[src/common/icache_pkg.sv]
// Geometry, field types and controller states shared by the instruction cache
// Direct-mapped, line size and set count must stay powers of two
`default_nettype none

package icache_pkg;

  // Cache geometry
  localparam int unsigned ICACHE_NUM_SETS       = 16;
  localparam int unsigned ICACHE_WORDS_PER_LINE = 4;

  // Fetch address and instruction word widths
  localparam int unsigned ICACHE_ADDR_W = 32;
  localparam int unsigned ICACHE_WORD_W = 32;

  // Byte bits below the word offset, always zero for aligned fetches
  localparam int unsigned ICACHE_BYTE_OFF_W = 2;

  // Word offset inside a line
  localparam int unsigned ICACHE_OFFSET_W = $clog2(ICACHE_WORDS_PER_LINE);

  // Set index
  localparam int unsigned ICACHE_INDEX_W = $clog2(ICACHE_NUM_SETS);

  // Tag takes everything above index, word offset and byte bits
  localparam int unsigned ICACHE_TAG_W =
    ICACHE_ADDR_W - ICACHE_INDEX_W - ICACHE_OFFSET_W - ICACHE_BYTE_OFF_W;

  // Full line as delivered by instruction memory
  localparam int unsigned ICACHE_LINE_W = ICACHE_WORD_W * ICACHE_WORDS_PER_LINE;

  // Byte address from fetch, also used for the line address to memory
  typedef logic [ICACHE_ADDR_W-1:0] icache_addr_t;

  // One instruction word
  typedef logic [ICACHE_WORD_W-1:0] icache_word_t;

  // One line, word 0 sits in the low bits
  typedef logic [ICACHE_LINE_W-1:0] icache_line_t;

  // Address fields
  typedef logic [ICACHE_TAG_W-1:0]    icache_tag_t;
  typedef logic [ICACHE_INDEX_W-1:0]  icache_index_t;
  typedef logic [ICACHE_OFFSET_W-1:0] icache_offset_t;

  // Controller states
  // IDLE serves hits, READ_MEMORY waits for a line refill
  typedef enum logic [0:0] {
    ICACHE_IDLE        = 1'b0,
    ICACHE_READ_MEMORY = 1'b1
  } icache_state_e;

endpackage

`default_nettype wire
[src/rtl/icache_top.sv]
// Instruction cache top level, controller plus storage datapath
// Flush is only allowed while no refill is open
`timescale 1ns/1ps
`default_nettype none

module icache_top (
  input  logic                     clk_i,
  input  logic                     rst_ni,

  // Invalidate the whole cache
  input  logic                     icache_flush_i,
  // Low while fetch runs from boot memory
  input  logic                     imem_sel_i,

  // Fetch side
  input  logic                     if2icache_req_i,
  input  logic                     if2icache_req_kill_i,
  input  icache_pkg::icache_addr_t if2icache_addr_i,
  output logic                     icache2if_ack_o,
  output icache_pkg::icache_word_t icache2if_instr_o,

  // Instruction memory side
  input  logic                     mem2icache_ack_i,
  input  icache_pkg::icache_line_t mem2icache_line_i,
  output logic                     icache2mem_req_o,
  output icache_pkg::icache_addr_t icache2mem_addr_o
);

  // Tag compare result, datapath to controller
  logic cache_hit;
  // Line write strobe, controller to datapath
  logic cache_rw;

  icache_controller controller_i (
    .clk_i                (clk_i),
    .rst_ni               (rst_ni),
    .cache_hit_i          (cache_hit),
    .cache_rw_o           (cache_rw),
    .imem_sel_i           (imem_sel_i),
    .if2icache_req_i      (if2icache_req_i),
    .if2icache_req_kill_i (if2icache_req_kill_i),
    .icache2if_ack_o      (icache2if_ack_o),
    .mem2icache_ack_i     (mem2icache_ack_i),
    .icache2mem_req_o     (icache2mem_req_o)
  );

  icache_datapath datapath_i (
    .clk_i             (clk_i),
    .rst_ni            (rst_ni),
    .icache_flush_i    (icache_flush_i),
    .if2icache_addr_i  (if2icache_addr_i),
    .cache_rw_i        (cache_rw),
    .mem2icache_line_i (mem2icache_line_i),
    .cache_hit_o       (cache_hit),
    .icache2if_instr_o (icache2if_instr_o),
    .icache2mem_addr_o (icache2mem_addr_o)
  );

endmodule

`default_nettype wire

[src/icache/icache_datapath.sv]
// Tag, valid and data storage of the direct-mapped instruction cache
// Low address bits are ignored, fetches are assumed word aligned
`timescale 1ns/1ps
`default_nettype none

module icache_datapath (
  input  logic                     clk_i,
  input  logic                     rst_ni,

  // Clears every valid bit at the next edge
  input  logic                     icache_flush_i,

  // Fetch address, held by fetch until acked or killed
  input  icache_pkg::icache_addr_t if2icache_addr_i,

  // Line fill from memory
  input  logic                     cache_rw_i,
  input  icache_pkg::icache_line_t mem2icache_line_i,

  // Tag compare result for the current address
  output logic                     cache_hit_o,
  // Registered word, lines up with the controller ack
  output icache_pkg::icache_word_t icache2if_instr_o,
  // Line-aligned refill address
  output icache_pkg::icache_addr_t icache2mem_addr_o
);

  localparam int unsigned NUM_SETS = icache_pkg::ICACHE_NUM_SETS;
  localparam int unsigned WORD_W   = icache_pkg::ICACHE_WORD_W;
  localparam int unsigned TAG_LSB  = icache_pkg::ICACHE_ADDR_W - icache_pkg::ICACHE_TAG_W;
  localparam int unsigned IDX_LSB  = icache_pkg::ICACHE_OFFSET_W
                                     + icache_pkg::ICACHE_BYTE_OFF_W;
  localparam int unsigned OFF_LSB  = icache_pkg::ICACHE_BYTE_OFF_W;

  // Storage arrays
  icache_pkg::icache_tag_t  tag_q  [NUM_SETS];
  icache_pkg::icache_line_t data_q [NUM_SETS];
  logic [NUM_SETS-1:0]      valid_q;

  // Address fields of the current fetch
  icache_pkg::icache_tag_t    addr_tag;
  icache_pkg::icache_index_t  addr_index;
  icache_pkg::icache_offset_t addr_offset;

  // Contents of the indexed set
  icache_pkg::icache_tag_t  rd_tag;
  icache_pkg::icache_line_t rd_line;
  logic                     rd_valid;

  // Word picked out of the indexed line
  icache_pkg::icache_word_t word_sel;

  // Output word register
  icache_pkg::icache_word_t instr_q;

  // Split the byte address, bits below OFF_LSB are dropped
  assign addr_tag    = if2icache_addr_i[icache_pkg::ICACHE_ADDR_W-1:TAG_LSB];
  assign addr_index  = if2icache_addr_i[TAG_LSB-1:IDX_LSB];
  assign addr_offset = if2icache_addr_i[IDX_LSB-1:OFF_LSB];

  // Read the indexed set
  assign rd_tag   = tag_q[addr_index];
  assign rd_line  = data_q[addr_index];
  assign rd_valid = valid_q[addr_index];

  // Hit needs both the valid bit and a matching tag
  assign cache_hit_o = rd_valid & (rd_tag == addr_tag);

  // Word 0 in the low bits of the line
  assign word_sel = rd_line[addr_offset * WORD_W +: WORD_W];

  // Refill starts at word 0 of the line
  assign icache2mem_addr_o = {addr_tag, addr_index, {IDX_LSB{1'b0}}};

  // Valid bits, cleared on reset and on flush
  always_ff @(posedge clk_i) begin
    if (!rst_ni) begin
      valid_q <= '0;
    end else if (icache_flush_i) begin
      valid_q <= '0;
    end else if (cache_rw_i) begin
      valid_q[addr_index] <= 1'b1;
    end
  end

  // Tag and data arrays, written only by a line fill
  always_ff @(posedge clk_i) begin
    if (cache_rw_i) begin
      tag_q[addr_index]  <= addr_tag;
      data_q[addr_index] <= mem2icache_line_i;
    end
  end

  // Word register loads every cycle
  // Only meaningful when the controller raises its ack next cycle
  always_ff @(posedge clk_i) begin
    instr_q <= word_sel;
  end

  assign icache2if_instr_o = instr_q;

endmodule

`default_nettype wire

[src/icache/icache_controller.sv]
// Hit/miss FSM of the instruction cache
// Kill or deselect aborts a refill at once; the memory ack is ignored in IDLE
`timescale 1ns/1ps
`default_nettype none

module icache_controller (
  input  logic clk_i,
  input  logic rst_ni,

  // From datapath tag compare
  input  logic cache_hit_i,
  // Line write strobe to datapath
  output logic cache_rw_o,

  // Low while fetch runs from boot memory
  input  logic imem_sel_i,

  // Fetch side
  input  logic if2icache_req_i,
  input  logic if2icache_req_kill_i,
  output logic icache2if_ack_o,

  // Instruction memory side
  input  logic mem2icache_ack_i,
  output logic icache2mem_req_o
);

  icache_pkg::icache_state_e state_q;
  icache_pkg::icache_state_e state_d;

  // Request that is allowed to touch the cache this cycle
  logic fetch_valid;
  logic fetch_hit;
  logic fetch_miss;
  // Kill or deselect, overrides everything
  logic abort;

  assign abort       = if2icache_req_kill_i | ~imem_sel_i;
  assign fetch_valid = if2icache_req_i & ~abort;
  assign fetch_hit   = fetch_valid & cache_hit_i;
  assign fetch_miss  = fetch_valid & ~cache_hit_i;

  // State register
  always_ff @(posedge clk_i) begin
    if (!rst_ni) begin
      state_q <= icache_pkg::ICACHE_IDLE;
    end else begin
      state_q <= state_d;
    end
  end

  // Next state and memory side strobes
  always_comb begin
    state_d          = state_q;
    icache2mem_req_o = 1'b0;
    cache_rw_o       = 1'b0;

    unique case (state_q)
      icache_pkg::ICACHE_IDLE: begin
        // Miss opens the refill in the same cycle
        if (fetch_miss) begin
          icache2mem_req_o = 1'b1;
          state_d          = icache_pkg::ICACHE_READ_MEMORY;
        end
      end

      icache_pkg::ICACHE_READ_MEMORY: begin
        if (mem2icache_ack_i) begin
          // Line arrives with the ack, write it at this edge
          cache_rw_o = 1'b1;
          state_d    = icache_pkg::ICACHE_IDLE;
        end else begin
          // Hold the request until memory answers
          icache2mem_req_o = 1'b1;
        end
      end

      default: begin
        state_d = icache_pkg::ICACHE_IDLE;
      end
    endcase

    // Jump, branch, trap or interrupt, or a switch to boot memory
    // Drop the refill and write nothing
    if (abort) begin
      state_d          = icache_pkg::ICACHE_IDLE;
      icache2mem_req_o = 1'b0;
      cache_rw_o       = 1'b0;
    end
  end

  // Ack leaves together with the registered word from the datapath
  always_ff @(posedge clk_i) begin
    if (!rst_ni) begin
      icache2if_ack_o <= 1'b0;
    end else begin
      icache2if_ack_o <= fetch_hit;
    end
  end

endmodule

`default_nettype wire

[config.mk]
export PLATFORM = sky130hd
export DESIGN_NAME = icache_top
export DESIGN_NICKNAME = d
export VERILOG_FILES = /design/src/common/icache_pkg.sv /design/src/rtl/icache_top.sv /design/src/icache/icache_datapath.sv /design/src/icache/icache_controller.sv
export SDC_FILE = /design/constraint.sdc
export NUM_CORES = 2
export LEC_CHECK = 0
export BUFFER_PORTS_ARGS = -buffer_cell sky130_fd_sc_hd__buf_2
export CAP_MARGIN = 20
export CORE_ASPECT_RATIO = 2
export CORE_MARGIN = 8
export CORE_UTILIZATION = 25
export DETAILED_ROUTE_END_ITERATION = 10
export GPL_ROUTABILITY_DRIVEN = 0
export GPL_TIMING_DRIVEN = 0
export HOLD_SLACK_MARGIN = 0.12
export SYNTH_ARGS = -nofsm -noshare
export SYNTH_HDL_FRONTEND = slang
export SYNTH_SLANG_ARGS = --single-unit
[constraint.sdc]
create_clock -name clk_i -period 11.9 [get_ports clk_i]
set_input_delay 1.19 -clock clk_i [delete_from_list [all_inputs] [get_ports clk_i]]
set_output_delay 1.19 -clock clk_i [all_outputs]
set_load 0.02 [all_outputs]
==> impl_metrics.ini <==
[floorplan]
die_x_um = 450
dieArea_um2 = 399000
die_h_um = 885
boundaryPins = 233
initial_core_util = 0.251
core-area_um2 = 376000
rows = 319

[worst_setup_path]
cp-start-kind = primary input
critPathArrivalTime_ns = 4.91
crit_type = in -> out
timing.rr.end = datapath_i.data_q[0][15]
rr_worst_depth = 8
cp_max_fo = 10
r2r_start = controller_i.state_q
cp.required_ns = 10.71
cp-end-kind = primary output
rrSetupSlack_ns = 8.61
endpoint = icache2mem_req_o
critPathLaunch = if2icache_addr_i[6]

[status]
outcome = complete, no violations

[logic_synthesis]
yosys.area_share.xor_xnor = 0.00260
yosysWarnings = 0
netlist_top_cells_area = edfxtp_1 77%, mux4_2 18%, dfxtp_1 1.1%
yosysUniqueCellTypes = 57
synth_cells = 3781
synth_area_um2 = 94400
synth_flop_cell = edfxtp_1
yosys.area.top_type_share = 0.774
synth-adder-area-share = 0
synth_async_sr_flop_share = 0
synth_top_family_by_area = multiplexers
ys_ff_latch = 2482
avgSynthCellArea_um2 = 25.0
synthSimpleGateAreaFrac = 0.00497
synth-compound-area-share = 0.00807
synth-edff-count = 2432
synth.area.mux_share = 0.187
synth_top_cell_by_area = edfxtp_1
ys_seq_area_frac = 0.785

[layout]
layout.nets = 4562
fin_area_um2 = 113000
final_cell_mix = 2432 x edfxtp_1, 737 x mux4_2, 334 x buf_2, 244 x clkbuf_16, 115 x buf_12
area_delta_synth_final_pct = 19.2
fin_cells = 9612
n_fill_cell = 35890
final_common_cell = edfxtp_1
drive_gt1_frac = 0.352

[power]
power.density_nw_per_um2 = 159
peakVddDrop_mv = 0.134
p_leak_nw = 34.6
pwr-share-comb = 0.052
swShare = 0.213
switchingPower_mw = 3.81
sequentialPowerShare = 0.537
internal-power_mw = 14.1
p_clk_frac = 0.411

[place]
portBuffers = 222
hpwl_um = 173000
postPlaceCellArea_um2 = 105000
place_inst = 9126

[grt]
grtUsageTotal = 0.125
grt_overflow = 0
grt_pass1_vias = 44576
antenna_found_initial = 105
top_usage_layer = met2
grt_use_met1 = 0.171
grt_max_degree = 24
met2_usage = 0.195
grt_pass1_wl_um = 358000
use_met3 = 0.0424

[route]
first_iter_violations = 6157
vias = 44704
wl_um = 258000
wl_per_cell_um = 26.9
via_per_inst = 4.65
drc = 0
first_pass_iters = 5
ant_nets = 0

[timing]
fin_crit_ns = 6.10
slew-limit-headroom = 0.220
tightest_slew_ns = 1.17
rsz0062_at_grt = false
post-route-period-util = 0.513
setup_violations = 0
setup-tns-final_ns = 0
max_freq_mhz = 164
finalHoldViolations = 0
skew_ns = 0.0371
final_max_slew_viol_count = 0

[cts]
clk_latency_ns = 0.88
cts_sinks = 2482
ctsResizeCount = 0
cts_tree = built
postCtsSetupRepairBufs = 0
clock_path_buffers = 3
htreeDepth = 4
clk_pin_slew_worst_paths_ns = 0.06
cts_buffers = 239
cts_hold_buf = 0
root_buffer = clkbuf_16

[hold_path]
hold_depth = 1
min-delay-start = datapath_i.valid_q[2]
worstHoldPathType = reg -> reg

[flow_run]
drv_cap = 0
==> worst max-delay path, cell delays in order <==
cell and delay (ns):
clkbuf_1 0.51, clkbuf_1 0.76, clkbuf_1 0.63, clkbuf_1 0.50, o311ai_0 0.48, o31ai_1 0.26
a41o_1 0.31, a21boi_1 0.08, buf_2 0.16
==> Yosys cell counts (3+ instances only) <==
| library cell | n |
|---|---|
| o21ai_0 | 8 |
| a31oi_1 | 5 |
| nand3_1 | 11 |
| nand2_1 | 24 |
| nor3_1 | 6 |
| mux2i_1 | 87 |
| nor2_1 | 29 |
| a22oi_1 | 23 |
| clkbuf_1 | 43 |
| edfxtp_1 | 2432 |
| nand2b_1 | 4 |
| buf_6 | 8 |
| o22ai_1 | 4 |
| dfxtp_1 | 50 |
| nor2b_1 | 8 |
| nor4_1 | 3 |
| inv_1 | 9 |
| buf_4 | 40 |
| a22o_1 | 7 |
| mux4_2 | 737 |
| xnor2_1 | 15 |
| buf_1 | 18 |
| mux2_2 | 12 |
| buf_2 | 112 |
| a2bb2oi_1 | 3 |
| nand4_1 | 6 |
| xor2_1 | 13 |
| o2111ai_1 | 3 |
| a21oi_1 | 8 |
| a211oi_1 | 4 |
| o21a_1 | 17 |
==> metrics by stage <==
step / power (mW) / util / setup WS, ns / hold slack (ns)
detailed placement: 10.8 / 0.279 / 5.86 / 0.453
global placement: 10.7 / 0.270 / -7.61 / 0.445
floorplan: 10.3 / - / 2.66 / 0.440
global route: 18.4 / 0.299 / 5.53 / 0.485
finish: 17.9 / 0.299 / 5.80 / 0.466
CTS: 18.0 / 0.299 / 5.85 / 0.468
==> cell families after synthesis <==
| group | count (synthesis) |
|---|---|
| flip-flops | 2482 |
| AND/OR/NAND/NOR | 99 |
| buffers and inverters | 232 |
| multiplexers | 837 |
| AO/OA/AOI/OAI | 102 |
| XOR/XNOR | 28 |
| other | 1 |
==> registers in the layout (all words and copies together), names as in the netlist <==
register                      flops
controller_i.icache2if_ack_o      1
datapath_i.icache2if_instr_o     32
datapath_i.tag_q                384
controller_i.state_q              1
datapath_i.data_q              2048
datapath_i.valid_q               16
==> area by class of cell <==
| type | count | area, um2 | share of cell area |
|---|---|---|---|
| tap | 4975 | 6220 | 0.0553 |
| antenna | 35 | 87.6 | 0.000778 |
| buffer | 221 | 1180 | 0.0105 |
| timing repair buffer | 370 | 4160 | 0.0369 |
| sequential | 2482 | 74000 | 0.658 |
| inverter | 11 | 41.3 | 0.000367 |
| clock buffer | 317 | 6450 | 0.0573 |
| multi-input combinational | 1070 | 19200 | 0.171 |
| clock inverter | 131 | 1100 | 0.00976 |
==> worst min path at each step <==
stage	slack [ns]	end
2_1_floorplan	0.44	datapath_i.valid_q[0]
3_3_place_gp	0.45	datapath_i.valid_q[0]
3_5_place_dp	0.45	datapath_i.valid_q[2]
4_1_cts	0.47	datapath_i.valid_q[2]
5_1_grt	0.49	datapath_i.valid_q[12]
6_report	0.47	datapath_i.valid_q[2]
==> power by group through the flow <==
stage | Sequential [mW] | Clock, mW | Combinational [mW]
6_report | 9.63 | 7.36 | 0.930
4_1_cts | 9.63 | 7.46 | 0.937
2_1_floorplan | 9.83 | 0 | 0.469
5_1_grt | 9.62 | 7.79 | 0.982
3_3_place_gp | 9.82 | 0 | 0.911
3_5_place_dp | 9.82 | 0 | 0.935
==> routing by layer <==
layer | up-vias | part of all wire
met4 | 100 | 0.015
li1 | 17718 | -
met3 | 382 | 0.12
met5 | - | 0.0025
met1 | 24353 | 0.41
met2 | 2151 | 0.46
Note: power is estimated with default switching activity, not from simulation.
